==> src/logic/sportPkg.sv <==
`default_nettype none

package sportPkg;

  localparam int wordWidth = 16;
  localparam int slenWidth = 5;

  typedef logic [wordWidth-1:0] dataWord;

  // Serial word length minus one.
  typedef logic [slenWidth-1:0] slenField;

  typedef struct packed {
    logic       loop;
    logic       iSclk;
    logic       invXsclk;
    logic [1:0] fsd;
    logic       fsw;
    logic       itfs;
    logic       irfs;
    logic       invTfs;
    logic       invRfs;
    logic [1:0] dtype;
    logic [3:0] slenLow;
  } sctlFields;

  typedef struct packed {
    logic       xtalDis;
    logic       xtalDelay;
    logic       pdForce;
    logic       pucr;
    logic [2:0] tiReg;
    logic [1:0] tmReg;
    logic [2:0] riReg;
    logic [1:0] rmReg;
    logic       tBuf;
    logic       rBuf;
  } autoFields;

  // MWORD keeps bits 15:13 and 7:0 only.
  localparam dataWord mwordMask = 16'hE0FF;

  localparam dataWord ac97Fsdiv = 16'h00FF;
  localparam dataWord ac97Sctl  = 16'h4A0F;
  localparam dataWord ac97Mword = 16'h4001;

  typedef enum logic [1:0] {
    idle,
    waitFrame,
    shift
  } txState;

endpackage

`default_nettype wire

==> src/logic/sportClkGen.sv <==
`default_nettype none

module sportClkGen (
  input  wire                    DSPCLK,
  input  wire                    RST,
  input  wire sportPkg::dataWord sclkdiv,
  input  wire sportPkg::dataWord fsdiv,
  output logic                   bitTick,
  output logic                   frameTick,
  output logic                   sclk
);

  sportPkg::dataWord bitCnt;
  sportPkg::dataWord frameCnt;
  logic              bitEnd;

  assign bitEnd = (bitCnt == '0);

  // One bit period is SCLKDIV+1 clocks.
  always_ff @(posedge DSPCLK or posedge RST)
  begin
    if (RST)
    begin
      bitCnt  <= '0;
      bitTick <= 1'b0;
    end
    else if (bitEnd)
    begin
      bitCnt  <= sclkdiv;
      bitTick <= 1'b1;
    end
    else
    begin
      bitCnt  <= bitCnt - 1'b1;
      bitTick <= 1'b0;
    end
  end

  // The frame counter steps on the same edge that raises bitTick, so frameTick lines up with it.
  always_ff @(posedge DSPCLK or posedge RST)
  begin
    if (RST)
    begin
      frameCnt  <= '0;
      frameTick <= 1'b0;
    end
    else if (bitEnd)
    begin
      if (frameCnt == '0)
      begin
        frameCnt  <= fsdiv;
        frameTick <= 1'b1;
      end
      else
      begin
        frameCnt  <= frameCnt - 1'b1;
        frameTick <= 1'b0;
      end
    end
    else
    begin
      frameTick <= 1'b0;
    end
  end

  always_ff @(posedge DSPCLK or posedge RST)
  begin
    if (RST)
    begin
      sclk <= 1'b0;
    end
    else if (bitTick)
    begin
      sclk <= ~sclk;
    end
  end

endmodule

`default_nettype wire

==> src/logic/sportCtlRegs.sv <==
`default_nettype none

module sportCtlRegs (
  input  wire                    DSPCLK,
  input  wire                    RST,
  input  wire sportPkg::dataWord dmd,
  input  wire                    autoWe,
  input  wire                    fsdivWe,
  input  wire                    sclkdivWe,
  input  wire                    sctlWe,
  input  wire                    mwordWe,
  input  wire                    selAuto,
  input  wire                    selFsdiv,
  input  wire                    selSclkdiv,
  input  wire                    selSctl,
  input  wire                    selMword,
  input  wire sportPkg::dataWord rxWord,
  input  wire                    selRx,
  output sportPkg::dataWord      dmdOut,
  output sportPkg::autoFields    auto,
  output sportPkg::sctlFields    sctl,
  output sportPkg::slenField     slen,
  output sportPkg::dataWord      fsdiv,
  output sportPkg::dataWord      sclkdiv
);

  logic                ac97Set;
  sportPkg::dataWord   mwordReg;
  sportPkg::autoFields autoRead;

  // An MWORD write with bit 14 set loads the AC'97 presets.
  assign ac97Set = mwordWe && dmd[14];

  always_ff @(posedge DSPCLK or posedge RST)
  begin
    if (RST)
    begin
      auto <= '0;
    end
    else if (autoWe)
    begin
      auto <= sportPkg::autoFields'(dmd);
    end
    else
    begin
      // PDFORCE drops again on the cycle after it was written.
      auto.pdForce <= 1'b0;
    end
  end

  always_ff @(posedge DSPCLK or posedge RST)
  begin
    if (RST)
    begin
      fsdiv <= '0;
    end
    else if (fsdivWe || ac97Set)
    begin
      fsdiv <= ac97Set ? sportPkg::ac97Fsdiv : dmd;
    end
  end

  always_ff @(posedge DSPCLK or posedge RST)
  begin
    if (RST)
    begin
      sclkdiv <= '0;
    end
    else if (sclkdivWe)
    begin
      sclkdiv <= dmd;
    end
  end

  always_ff @(posedge DSPCLK or posedge RST)
  begin
    if (RST)
    begin
      sctl <= '0;
    end
    else if (sctlWe || ac97Set)
    begin
      sctl <= sportPkg::sctlFields'(ac97Set ? sportPkg::ac97Sctl : dmd);
    end
  end

  always_ff @(posedge DSPCLK or posedge RST)
  begin
    if (RST)
    begin
      mwordReg <= '0;
    end
    else if (mwordWe)
    begin
      if (ac97Set)
      begin
        // The preset keeps the written bit 13.
        mwordReg <= (sportPkg::ac97Mword | {2'b00, dmd[13], 13'b0}) & sportPkg::mwordMask;
      end
      else
      begin
        mwordReg <= dmd & sportPkg::mwordMask;
      end
    end
  end

  // The extension bit in MWORD allows words longer than 16 bits.
  assign slen = {mwordReg[15], sctl.slenLow};

  always_comb
  begin
    autoRead = auto;
    autoRead.pdForce = 1'b0;
  end

  assign dmdOut = ({sportPkg::wordWidth{selAuto}} & sportPkg::dataWord'(autoRead))
                | ({sportPkg::wordWidth{selFsdiv}} & fsdiv)
                | ({sportPkg::wordWidth{selSclkdiv}} & sclkdiv)
                | ({sportPkg::wordWidth{selSctl}} & sportPkg::dataWord'(sctl))
                | ({sportPkg::wordWidth{selMword}} & mwordReg)
                | ({sportPkg::wordWidth{selRx}} & rxWord);

endmodule

`default_nettype wire

==> src/logic/sportRx.sv <==
`default_nettype none

module sportRx (
  input  wire                     DSPCLK,
  input  wire                     RST,
  input  wire sportPkg::slenField slen,
  input  wire                     bitTick,
  input  wire                     dr,
  input  wire                     rfs,
  output sportPkg::dataWord       rxWord,
  output logic                    rxDone
);

  sportPkg::dataWord  shiftReg;
  sportPkg::dataWord  nextWord;
  sportPkg::slenField bitCnt;
  logic               active;
  logic               first;
  logic               last;
  logic               wordStored;

  // The first bit is sampled at the same tick that sees frame sync.
  assign first = bitTick && !active && rfs;
  assign last  = (first && (slen == '0)) || (bitTick && active && (bitCnt == '0));

  // Starting from zero keeps the upper bits clear for short words.
  assign nextWord = first ? {{(sportPkg::wordWidth - 1){1'b0}}, dr} : {shiftReg[14:0], dr};

  always_ff @(posedge DSPCLK)
  begin
    if (first || (bitTick && active))
    begin
      shiftReg <= nextWord;
    end
  end

  always_ff @(posedge DSPCLK or posedge RST)
  begin
    if (RST)
    begin
      active     <= 1'b0;
      bitCnt     <= '0;
      rxWord     <= '0;
      wordStored <= 1'b0;
      rxDone     <= 1'b0;
    end
    else
    begin
      wordStored <= last;
      rxDone     <= wordStored;
      if (last)
      begin
        active <= 1'b0;
        rxWord <= nextWord;
      end
      else if (first)
      begin
        active <= 1'b1;
        bitCnt <= slen - 1'b1;
      end
      else if (bitTick && active)
      begin
        bitCnt <= bitCnt - 1'b1;
      end
    end
  end

endmodule

`default_nettype wire

==> src/logic/sportTop.sv <==
`default_nettype none

module sportTop (
  input  wire                    DSPCLK,
  input  wire                    RST,
  input  wire sportPkg::dataWord dmd,
  input  wire                    autoWe,
  input  wire                    fsdivWe,
  input  wire                    sclkdivWe,
  input  wire                    sctlWe,
  input  wire                    mwordWe,
  input  wire                    txWe,
  input  wire                    selAuto,
  input  wire                    selFsdiv,
  input  wire                    selSclkdiv,
  input  wire                    selSctl,
  input  wire                    selMword,
  input  wire                    selRx,
  output sportPkg::dataWord      dmdOut,
  input  wire                    dr,
  input  wire                    rfs,
  output logic                   dt,
  output logic                   tfs,
  output logic                   sclk,
  output logic                   txDone,
  output logic                   rxDone,
  output logic                   xtalDis,
  output logic                   xtalDelay,
  output logic                   pdForce,
  output logic                   pucr
);

  sportPkg::autoFields auto;
  sportPkg::sctlFields sctl;
  sportPkg::slenField  slen;
  sportPkg::dataWord   fsdiv;
  sportPkg::dataWord   sclkdiv;
  sportPkg::dataWord   rxWord;
  logic                bitTick;
  logic                frameTick;
  logic                rxData;
  logic                rxFrame;

  sportCtlRegs i_regs (
    .DSPCLK(DSPCLK), .RST(RST), .dmd(dmd),
    .autoWe(autoWe), .fsdivWe(fsdivWe), .sclkdivWe(sclkdivWe),
    .sctlWe(sctlWe), .mwordWe(mwordWe),
    .selAuto(selAuto), .selFsdiv(selFsdiv), .selSclkdiv(selSclkdiv),
    .selSctl(selSctl), .selMword(selMword), .rxWord(rxWord), .selRx(selRx),
    .dmdOut(dmdOut), .auto(auto), .sctl(sctl), .slen(slen),
    .fsdiv(fsdiv), .sclkdiv(sclkdiv)
  );

  sportClkGen i_clkGen (
    .DSPCLK(DSPCLK), .RST(RST), .sclkdiv(sclkdiv), .fsdiv(fsdiv),
    .bitTick(bitTick), .frameTick(frameTick), .sclk(sclk)
  );

  sportTx i_tx (
    .DSPCLK(DSPCLK), .RST(RST), .dmd(dmd), .txWe(txWe), .sctl(sctl), .slen(slen),
    .bitTick(bitTick), .frameTick(frameTick), .dt(dt), .tfs(tfs), .txDone(txDone)
  );

  // Loopback feeds the transmit pins straight into the receiver.
  assign rxData  = sctl.loop ? dt : dr;
  assign rxFrame = sctl.loop ? tfs : rfs;

  sportRx i_rx (
    .DSPCLK(DSPCLK), .RST(RST), .slen(slen), .bitTick(bitTick),
    .dr(rxData), .rfs(rxFrame), .rxWord(rxWord), .rxDone(rxDone)
  );

  assign xtalDis   = auto.xtalDis;
  assign xtalDelay = auto.xtalDelay;
  assign pdForce   = auto.pdForce;
  assign pucr      = auto.pucr;

endmodule

`default_nettype wire

==> src/logic/sportTx.sv <==
`default_nettype none

module sportTx (
  input  wire                     DSPCLK,
  input  wire                     RST,
  input  wire sportPkg::dataWord  dmd,
  input  wire                     txWe,
  input  wire sportPkg::sctlFields sctl,
  input  wire sportPkg::slenField slen,
  input  wire                     bitTick,
  input  wire                     frameTick,
  output logic                    dt,
  output logic                    tfs,
  output logic                    txDone
);

  sportPkg::txState   state;
  sportPkg::dataWord  holdReg;
  sportPkg::dataWord  shiftReg;
  sportPkg::slenField bitCnt;
  logic               pending;
  logic               start;

  // With ITFS set a word only leaves on a frame tick.
  assign start = (state == sportPkg::waitFrame) && bitTick && (!sctl.itfs || frameTick);

  always_ff @(posedge DSPCLK)
  begin
    if (txWe)
    begin
      holdReg <= dmd;
    end
    if (start)
    begin
      // Left-align the word so that its top bit sits at bit 15.
      shiftReg <= slen[4] ? holdReg : holdReg << (4'd15 - slen[3:0]);
    end
    else if ((state == sportPkg::shift) && bitTick && !bitCnt[4])
    begin
      shiftReg <= {shiftReg[14:0], 1'b0};
    end
  end

  always_ff @(posedge DSPCLK or posedge RST)
  begin
    if (RST)
    begin
      state   <= sportPkg::idle;
      pending <= 1'b0;
      bitCnt  <= '0;
      dt      <= 1'b0;
      tfs     <= 1'b0;
      txDone  <= 1'b0;
    end
    else
    begin
      txDone <= 1'b0;
      if (txWe)
      begin
        pending <= 1'b1;
      end
      else if (start)
      begin
        pending <= 1'b0;
      end
      case (state)
        sportPkg::idle:
        begin
          if (pending)
          begin
            state <= sportPkg::waitFrame;
          end
        end
        sportPkg::waitFrame:
        begin
          if (start)
          begin
            state  <= sportPkg::shift;
            bitCnt <= slen;
            tfs    <= 1'b1;
            dt     <= !slen[4] && holdReg[slen[3:0]];
          end
        end
        sportPkg::shift:
        begin
          if (bitTick)
          begin
            tfs <= 1'b0;
            if (bitCnt == '0)
            begin
              dt     <= 1'b0;
              txDone <= 1'b1;
              state  <= sportPkg::idle;
            end
            else
            begin
              bitCnt <= bitCnt - 1'b1;
              // Bits above 15 of a long word go out as zeros.
              dt <= bitCnt[4] ? (bitCnt == 5'd16) && shiftReg[15] : shiftReg[14];
            end
          end
        end
        default:
        begin
          state <= sportPkg::idle;
        end
      endcase
    end
  end

endmodule

`default_nettype wire

==> config.mk <==
export PLATFORM = sky130hd
export DESIGN_NAME = sportTop
export DESIGN_NICKNAME = d
export VERILOG_FILES = /design/src/logic/sportPkg.sv /design/src/logic/sportClkGen.sv /design/src/logic/sportCtlRegs.sv /design/src/logic/sportRx.sv /design/src/logic/sportTop.sv /design/src/logic/sportTx.sv
export SDC_FILE = /design/constraint.sdc
export NUM_CORES = 1
export LEC_CHECK = 0
export BUFFER_PORTS_ARGS = -buffer_cell sky130_fd_sc_hd__clkbuf_2
export CORE_MARGIN = 3
export CORE_UTILIZATION = 55
export CTS_CLUSTER_DIAMETER = 60
export DETAILED_ROUTE_END_ITERATION = 6
export MAX_ROUTING_LAYER = met4
export PLACE_DENSITY_LB_ADDON = 0.2
export RECOVER_POWER = 50
export SYNTH_ARGS = -nofsm -noshare
export SYNTH_HDL_FRONTEND = slang
export SYNTH_SLANG_ARGS = --single-unit
==> constraint.sdc <==
create_clock -name DSPCLK -period 4.4 [get_ports DSPCLK]
set_input_delay 0.22 -clock DSPCLK [delete_from_list [all_inputs] [get_ports DSPCLK]]
set_output_delay 0.22 -clock DSPCLK [all_outputs]
set_load 0.02 [all_outputs]
Yosys cells after proc, flatten, opt, wreduce, memory -nomap -nowiden
Index checks and enable logic that the tools add are counted.

word-level totals
  output and inout bits = 25
  register bits after elaboration = 197
  bits of input ports = 32

cells by class
  shifts and indexed selects = 1
  $add $sub $neg = 6
  reductions and logical operators = 36
  muxes and demuxes = 43
  eq/ne operators = 8
  bitwise logic cells = 13
  order comparisons = 1

operator list
  kind                     number
  $mux W16                 9
  $and A16 B16 Y16         6
  $or A16 B16 Y16          5
  $logic_not A16 Y1        2
  $sub A16 B1 Y16 const B  2
  $mux W5                  5
  $mux W1                  20
  $shl A16 B4 Y16          1
  $logic_not A5 Y1         3
  $sub A5 B1 Y5 const B    3
  $logic_and A1 B1 Y1      12
  $pmux W5 S2              1
  $reduce_bool A2 Y1       5
  $mux W2                  4
  $reduce_and A4 Y1        2
  $ne A2 B2 Y1 const B     3
  $pmux W2 S3              1
  $eq A5 B5 Y1 const B     1
  $logic_or A1 B1 Y1       5
  $lt A4 B5 Y1 const B     1
  $bmux W1 S4              1
  $logic_not A1 Y1         4
  $ne A2 B1 Y1 const B     2
  $pmux W1 S2              2
  other kinds (7)          8

Logic depth before layout (Yosys ltp)
Gate-level depths: netlist (run 1).

  depth after elaboration = 7
  depth in mapped cells = 9

Hierarchy
From an unflattened synthesis (run 1), not the netlist that was laid out.

second synthesis, totals
  cell total of the unflattened synthesis = 871
  area, all modules = 9895.7 µm²

by module, submodules not included
  module        instances  area each (µm²)  cells an instance
  sportCtlRegs  1          3523.4           290
  sportTx       1          2549.9           225
  sportClkGen   1          2080.7           235
  sportRx       1          1719.1           119
  sportTop      1          22.5             2

Least setup slack after synthesis (run 1)
OpenSTA, ideal clock, no wires.

  path type = register to register
  start = reg i_tx.tfs
  end = reg i_rx.bitCnt[4]
  data required time = 4306 ps
  path buffers = 0
  setup slack = 2192 ps
  setup time = 94 ps
  arrival = 2114 ps
  cell stages (with the launch flop) = 9
  cells stage by stage = dfrtp_1 mux2i_1 nor3b_1 mux2i_1 ha_1 nand3_1 o31ai_1 a21oi_1 a211oi_1

between the ends
  word-level cells in the longest chain between the ends = 6
  elaborated cells on any way between the ends = 8
  classes of those cells = 2 x mux; 1 x bitwise; 5 x reduce/logical

ends and longest elaborated chain
  item                                line            source
  start, declared                     sportTx.sv:13   output logic tfs,
  start signal, assigned              sportTx.sv:52   tfs <= 1'b0;
  start signal, assigned              sportTx.sv:80   tfs <= 1'b1;
  start signal, assigned              sportTx.sv:88   tfs <= 1'b0;
  $mux W1 *                           sportTop.sv:66  assign rxFrame = sctl.loop ? tfs : rfs;
  $logic_and A1 B1 Y1 *               sportRx.sv:23   assign first = bitTick && !active && rfs;
  $logic_and A1 B1 Y1                 sportRx.sv:24   assign last = (first && (slen == '0)) || (bitTick && active && (bitCnt == '0));
  $logic_or A1 B1 Y1                  sportRx.sv:24
  $not A1 Y1 (no source line)         -
  $reduce_and A2 Y1 (no source line)  -
  end signal, assigned                sportRx.sv:59   bitCnt <= slen - 1'b1;
  end signal, assigned                sportRx.sv:63   bitCnt <= bitCnt - 1'b1;
  end, declared                       sportRx.sv:16   sportPkg::slenField bitCnt;

Every way passes the cells marked *; elsewhere a longest branch is shown, timed or not.
A chain may end at the register's enable or synchronous reset.

==> metrics.md, run 1 <==
| Metric | Value |
|---|---|
| Status | finished with violations |
| Failing checks | capacitance limit, slew limit |
| Worst ir drop on vdd | 0.0003315 V |
| # DRC | 0 |
| Total iterations of the first detailed-routing run | 5 |
| Finished Layout Cells | between 1000 and 1500 |
| Initial antenna violation count | 0 |
| DP Wirelength | 17.59 mm |
| I/O Buffers | between 50 and 60 |
| Syn avg cell area | 11.12 µm² |
| Final setup violating endpoints | 0 |
| DR iter-0 viols | 732 |
| TritonCTS clock tree | done |
| Sequential area share after synthesis | 0.5313 |
| WS Path Type | input pin to async pin |
| TritonCTS buffer count | 17 |
| Startpoint Class | input pin |
| Leakage power | about 4.4 nW |
| Pins Over Slew Limit | 67 |
| CP arrival | 3500 ps |
| Initial core utilization | 0.5660 |
| Worst R2R Path Depth | 5 |
| Setup bufs post-CTS | 0 |
| Met2 wire len | between 10 and 15 mm |
| H-tree levels | 4 |
| Die height | 137.3 µm |
| Final Critical Period | about 3000 ps |
| Vias | 7226 |
| Gp weighted congestion | 0.9227 |
| Final nets | 917 |
| Setup TNS Final | 0 ps |
| Clk root buf | clkbuf_16 |
| Top routing layer in use | met4 |
| Fmax | about 330 MHz |
| Clock buffer depth | 2 |
| EDFF count, synth | 47 |
| Vias in the first global route | 6981 |
| Worst min path class | input pin to register |
| Hold path start | dr |
| Mapped Nets | a little under 900 |
| R2R Setup Slk | roughly 1700 ps |
| Tcrit/Tclk final | 0.6899 |
| Wire per inst | 22.92 µm |
| Hold Vio Cnt, Final | 0 |
| DR WL met3 | around 1.7 mm |
| Die ar. | 18860 µm² |
| Family with the most delay on the worst path | buffers and inverters |
| All-layer global routing usage | 0.2869 |
| R2R Path End | i_clkGen.frameCnt[0]$_DFFE_PP0P_ |
| Max Cap Violations | 1 |
| Crit Path Max Fanout | 66 |
| Hold Crit Depth | 2 |
| Async SR Flop Fraction | 0.7552 |
| Cell row count | 47 |
| RSZ-0062 raised after global routing | false |
| Critical path origin | RST |
| Synth Register Bits | 192 |
| Worst Hold End | i_rx.shiftReg[0]$_DFFE_PN_ |
| Yosys cell types | 65 |
| Dpl cells | 1079 |
| Yosys warns | 0 |
| DIE WIDTH | 137.3 µm |
| Mapped Area | 9485 µm² |
| Crit Reg-Reg Startpoint | i_clkGen.bitCnt[2]$_DFF_PP0_ |
| First-pass GRT wire length | 39.52 mm |
| Sink Count | 192 |
| Skew-Pair Late Insertion Delay | around 440 ps |
| Worst path cell trace | dlygate4sd3_1, clkbuf_1, clkinvlp_2, clkbuf_2 |
| Area grow syn2layout | 10.04% |
| Drt total wl | 25.49 mm |
| Mapped Cells | roughly 850 |
| Worst Max-Slew Pin Slew | 3006 ps |
| Met1 WL | 10.89 mm |
| Vias per inst | 6.498 |
| Diodes inserted | 0 |
| Critical Path End Type | async pin |
| CP max stage delay | 1670 ps |
| Max-Slew Margin vs Limit | -1.015 |
| Core area | about 17000 µm² |
| Antenna Nets Post-Route | 0 |
| Critical path's slowest cell | clkinvlp_2 |
| CP required | roughly 4900 ps |
| Reg clk slew, reported paths | 80 ps |
| Cell Pwr Density | 437.4 nW/µm² |
| Bufs and invs on worst path | 4 |
| Share of post-route cells with drive strength above 1 | 0.1659 |
| Most used DFF post-synth | dfrtp_1 |
| GR Overflow Total | 0 |
| I/O pin count | between 50 and 60 |
| Largest net degree at the start of global routing | 67 |
| Clock Skew | 10.64 ps |
[power by group]
| part | switching (mW) | leakage, nW | internal [mW] |
|---|---|---|---|
| logic | 0.435 | 1.84 | 0.322 |
| registers | 0.211 | 2.21 | 2.00 |
| clock network | 0.774 | 0.301 | 0.824 |
| total | 1.42 | 4.35 | 3.15 |
[logic make-up (layout without fill, tap and decap cells)]
group | after synthesis | after routing | synth area share
adders and majority gates | 6 | 6 | 0.007914
DFF | 192 | 192 | 0.5313
and+or+nand+nor | 246 | 246 | 0.1309
xor gates and xnor gates | 8 | 8 | 0.007387
buffers and inverters | 84 | 123 | 0.03904
AOI/OAI and AO/OA | 200 | 200 | 0.1385
muxes | 117 | 117 | 0.1450
[cell usage in the layout (no fill, tap or decap), types with 20 or more instances in the layout]
cell type and count:
inv_1 24, clkbuf_2 30, edfxtp_1 47, nand3_1 20, clkbuf_1 27, nand2_1 76
a22oi_1 45, o21ai_0 45, nor2_1 65, a21oi_1 48, dfrtp_1 145, mux2i_1 50
mux2_2 50
[synthesized netlist by cell type, types with 6 or more instances]
library cell  count  area (µm²)
dfrtp_1         145        3628
a2bb2oi_1         7       61.31
a21oi_1          48       240.2
and2_1           17       106.4
a22oi_1          45       337.8
mux4_2            8       180.2
ha_1              6       75.07
mux2i_1          50       500.5
edfxtp_1         47        1411
o22ai_1           8       50.05
a222oi_1          7       70.07
inv_1            25       93.84
o31ai_1           6       45.04
nor3_1            9       45.04
nand3b_1          8       60.06
buf_2             9       45.04
nand3_1          20       100.1
nor2b_1           7       43.79
nand2_1          76       285.3
o21ai_0          45       225.2
mux2_2           51       574.3
mux2_4            8       120.1
nor2_1           65       244.0
xnor2_1           6       52.55
clkbuf_1         42       157.7
[metrics by stage]
stage	utilization	setup slack [ps]	cell area (µm²)	hold slack [ps]	power, mW
after global placement	0.5880	1793	9854	334.0	2.951
after CTS	0.6252	1692	10480	94.84	4.582
after global routing	0.6228	824.5	10440	139.1	4.755
after detailed placement	0.5880	1719	9854	335.5	2.991
after floorplan	-	285.4	9485	312.3	2.730
final	0.6228	1364	10440	125.5	4.566
[repair_timing]
action / CTS / global route
endpoints found under the hold margin: 64 / 0
resized for setup: 0 / 0
hold buffers: 1 / 0
[state kept, by name, indices dropped and copies added (netlist names), 5 cells and up]
| name | flops |
|---|---|
| i_rx.shiftReg | 15 |
| i_clkGen.frameCnt | 16 |
| i_regs.fsdiv | 16 |
| i_tx.shiftReg | 16 |
| i_regs.mwordReg | 11 |
| i_tx.holdReg | 16 |
| i_clkGen.bitCnt | 16 |
| i_rx.rxWord | 16 |
| i_regs.sctl | 16 |
| i_regs.sclkdiv | 16 |
| i_regs.auto | 16 |
| i_tx.bitCnt | 5 |
| i_rx.bitCnt | 5 |
[area by class of cell]
cell class	instances	area, µm²
Multi-Input combinational cell	577	4084
Inverter	26	111.4
Clock inverter	15	187.7
Sequential cell	192	5040
Timing Repair Buffer	65	314.1
Fill cell	1376	6322
Tap cell	220	275.3
Clock buffer	17	425.4
[per-layer routing]
| metal | vias up | global-route usage |
|---|---|---|
| met3 | 49 | 0.04785 |
| met1 | 3648 | 0.3913 |
| met5 | - | - |
| met2 | 327 | 0.4439 |
| met4 | 0 | 0.09257 |
| li1 | 3202 | - |
[worst max-delay path by stage]
stage,endpoint,slack (ps),cells past startpoint
floorplan,i_clkGen.bitCnt[0]$_DFF_PP0_,290,1
global placement,i_clkGen.frameCnt[0]$_DFFE_PP0P_,1790,5
detailed placement,i_clkGen.frameCnt[0]$_DFFE_PP0P_,1720,5
CTS,i_clkGen.frameCnt[0]$_DFFE_PP0P_,1690,5
global route,i_regs.mwordReg[15]$_DFFE_PP0P_,820,4
finish,i_regs.mwordReg[15]$_DFFE_PP0P_,1360,4
Note: power is estimated with default switching activity, not from simulation.
==> inputs of run 2 (changes only) <==
ABC_AREA = 1   (was not set)
CORE_UTILIZATION = 61   (was 55)
clock period = 3.01 ns   (was 4.4 ns; I/O delays follow)
==> metrics.md, run 2 <==
| Metric | Value |
|---|---|
| # DRC | 0 (unchanged) |
| Pins Over Slew Limit | 146 (+120%) |
| Tcrit/Tclk final | 0.7484 |
| Die ar. | 17470 µm² (-7.4%) |
| Clock Skew | 8.965 ps (-1.678 ps) |
| Total iterations of the first detailed-routing run | 5 (unchanged) |
| Max-Slew Margin vs Limit | -0.3425 (+0.6728) |
| CP arrival | 2400 ps (-1100 ps) |
| Largest net degree at the start of global routing | 146 (+120%) |
| RSZ-0062 raised after global routing | false |
| Setup bufs post-CTS | 0 (unchanged) |
| Worst min path class | input pin to register |
| Most common library cells after synthesis | nand2_1, dfrtp_1, inv_1 |
| DR WL met3 | 2.226 mm (+34%) |
| Initial core utilization | 0.6317 (+0.06571) |
| Gp weighted congestion | 0.9474 (+2.7%) |
| Clk root buf | clkbuf_16 |
| Sequential area share after synthesis | 0.5191 (-0.01226) |
| Share of post-route cells with drive strength above 1 | 0.08983 (-0.07609) |
| Most common cell after layout, fill and taps aside | nand2_1 |
| Synth area leaders | dfrtp_1, edfxtp_1, nand2_1 |
| Mapped Nets | 1230 (+38%) |
| Mapped Area | 9709 µm² (+2.4%) |
| Async SR Flop Fraction | 0.7552 (unchanged) |
| Critical Path End Type | async pin |
| Initial antenna violation count | 2 (+2) |
| Vias in the first global route | 8068 (+16%) |
| I/O Buffers | 56 (unchanged) |
| Mapped Cells | 1192 (+40%) |
| Vias | 8532 (+18%) |
| Design Area, Final | 10810 µm² (+3.6%) |
| Synth Register Bits | 192 (unchanged) |
| DP Wirelength | 18.38 mm (+4.5%) |
| Top routing layer in use | met4 |
| Die height | 132.2 µm (-3.8%) |
| Status | finished with violations |
| Syn avg cell area | 8.145 µm² (-27%) |
| Crit Path Max Fanout | 145 (+120%) |
| First-pass GRT wire length | 42.37 mm (+7.2%) |
| Setup TNS Final | 0 ps (unchanged) |
| Drt total wl | 26.24 mm (+3.0%) |
| TritonCTS buffer count | 17 (unchanged) |
| Met2 wire len | 12.18 mm (-1.4%) |
| Top-count cell post-synth | nand2_1 |
| Area grow syn2layout | 11.37% |
| DR iter-0 viols | 878 (+20%) |
| Worst ir drop on vdd | 0.0006230 V (+88%) |
| Final setup violating endpoints | 0 (unchanged) |
| Commonest cells after routing, fill and taps aside | nand2_1, dfrtp_1, inv_1 |
| Max Cap Violations | 1 (unchanged) |
| Most used DFF post-synth | dfrtp_1 |
| Failing checks | capacitance limit, slew limit |
| Yosys warns | 0 (unchanged) |
| Vias per inst | 5.800 (-11%) |
| Hold Vio Cnt, Final | 0 (unchanged) |
| Fmax | 443.9 MHz |
| Post-synth top area share | 0.3737 (-0.008824) |
| Dpl cell area | 10110 µm² (+2.6%) |
| Leakage power | 5.041 nW (+16%) |
| Yosys cell types | 46 (-29%) |
| DIE WIDTH | 132.2 µm (-3.8%) |
| Sink Count | 192 (unchanged) |
| Final nets | 1283 (+40%) |
| WS Path Type | input pin to async pin |
| EDFF count, synth | 47 (unchanged) |
| TritonCTS clock tree | done |
| Final core occ | 0.7035 (+0.08069) |
| Clock buffer depth | 2 (unchanged) |
| Startpoint Class | input pin |
| Cell row count | 45 (-4.3%) |
| H-tree levels | 4 (unchanged) |
| Antenna Nets Post-Route | 0 (unchanged) |
| Resize count post-CTS | 0 (unchanged) |
| Core area | 15370 µm² (-8.3%) |
| Cell Pwr Density | 586.6 nW/µm² (+34%) |
| Met1 WL | 11.01 mm (+1.1%) |
| GR Overflow Total | 0 (unchanged) |
| Final Critical Period | 2253 ps |
| Largest area contributor in the netlist | dfrtp_1 |
| Reg clk slew, reported paths | 80 ps (about the same) |
| CP required | 3160 ps (-1700 ps) |
| Skew-Pair Late Insertion Delay | 440 ps (about the same) |
| I/O pin count | 57 (unchanged) |
| Wire per inst | 17.84 µm (-22%) |
| All-layer global routing usage | 0.3162 (+0.02932) |
| Worst Max-Slew Pin Slew | 2014 ps (-992.6 ps) |
## run 2: cell count changes after synthesis, moves of 24 or more
cell	previous run	this run
nand2_1	76	355
a22oi_1	45	1
mux2_2	51	7
clkbuf_1	42	18
nor2_1	65	107
inv_1	25	116
nand3_1	20	88
o21ai_0	45	82
mux2i_1	50	0
## run 2: cells by family after synthesis
kind of cell    share of synthesized area
simple gates                       0.2592
compound gates                     0.1201
flops                              0.5191
buf+inv                           0.07410
xor+xnor                          0.01173
mux                              0.008119
fa+ha+maj                        0.007732
## run 2: area by class of cell
type	instances	area (µm²)
Multi-Input combinational cell	825	3950
Tap cell	211	264.0
Clock inverter	15	166.4
Antenna cell	2	5.005
Sequential cell	192	5040
Timing Repair Buffer	82	481.7
Inverter	127	480.5
Clock buffer	17	425.4
Fill cell	1229	4558
## run 2: repair_timing
action | 4_1_cts | 5_1_grt
hold buffers | 15 | 0
hold endpoints to repair | 85 | 0
setup endpoints to repair | 0 | 0
## run 2: stage by stage
step                      total power, mW  hold slack (ps)  std cells  setup slack, ps
final                               6.343            21.16       1471            757.3
after global routing                6.615            10.95       1471            417.3
after CTS                           6.355            1.183       1469            914.5
after detailed placement            4.112            357.4       1422            985.9
after global placement              4.080            348.8       1422             1010
after floorplan                     3.786            238.5       1192            802.2
## run 2: worst paths after layout
check / from / endpoint / slack [ps] / cells past startpoint
max: RST / i_tx.state[1]$_DFFE_PP0P_ / 760 / 4
min: mwordWe / i_regs.mwordReg[15]$_DFFE_PP0P_ / 20 / 2
max reg2reg: i_regs.mwordReg[15]$_DFFE_PP0P_ / i_rx.rxWord[9]$_DFFE_PP0N_ / 910 / 8
min reg2reg: i_rx.wordStored$_DFF_PP0_ / i_rx.rxDone$_DFF_PP0_ / 380 / 0
max in group DSPCLK: i_regs.mwordReg[15]$_DFFE_PP0P_ / i_rx.rxWord[9]$_DFFE_PP0N_ / 910 / 8
min in group asynchronous: RST / i_clkGen.bitCnt[14]$_DFF_PP0_ / 960 / 4
## run 2: power by group
group	switching [mW]	total, mW	internal [mW]
Clock	1.14	2.25	1.11
Sequential	0.208	3.09	2.88
Combinational	0.667	1.00	0.336
## run 2: per-layer routing
| metal | vias to the layer above | GRT usage |
|---|---|---|
| li1 | 4020 | - |
| met1 | 4054 | 0.4279 |
| met2 | 406 | 0.4655 |
| met3 | 52 | 0.07634 |
| met4 | 0 | 0.1237 |
| met5 | - | - |
## run 2: critical path, stage by stage
cell	delay (ps)
dlygate4sd3_1	530
clkbuf_1	120
clkinvlp_4	60
clkbuf_4	1380
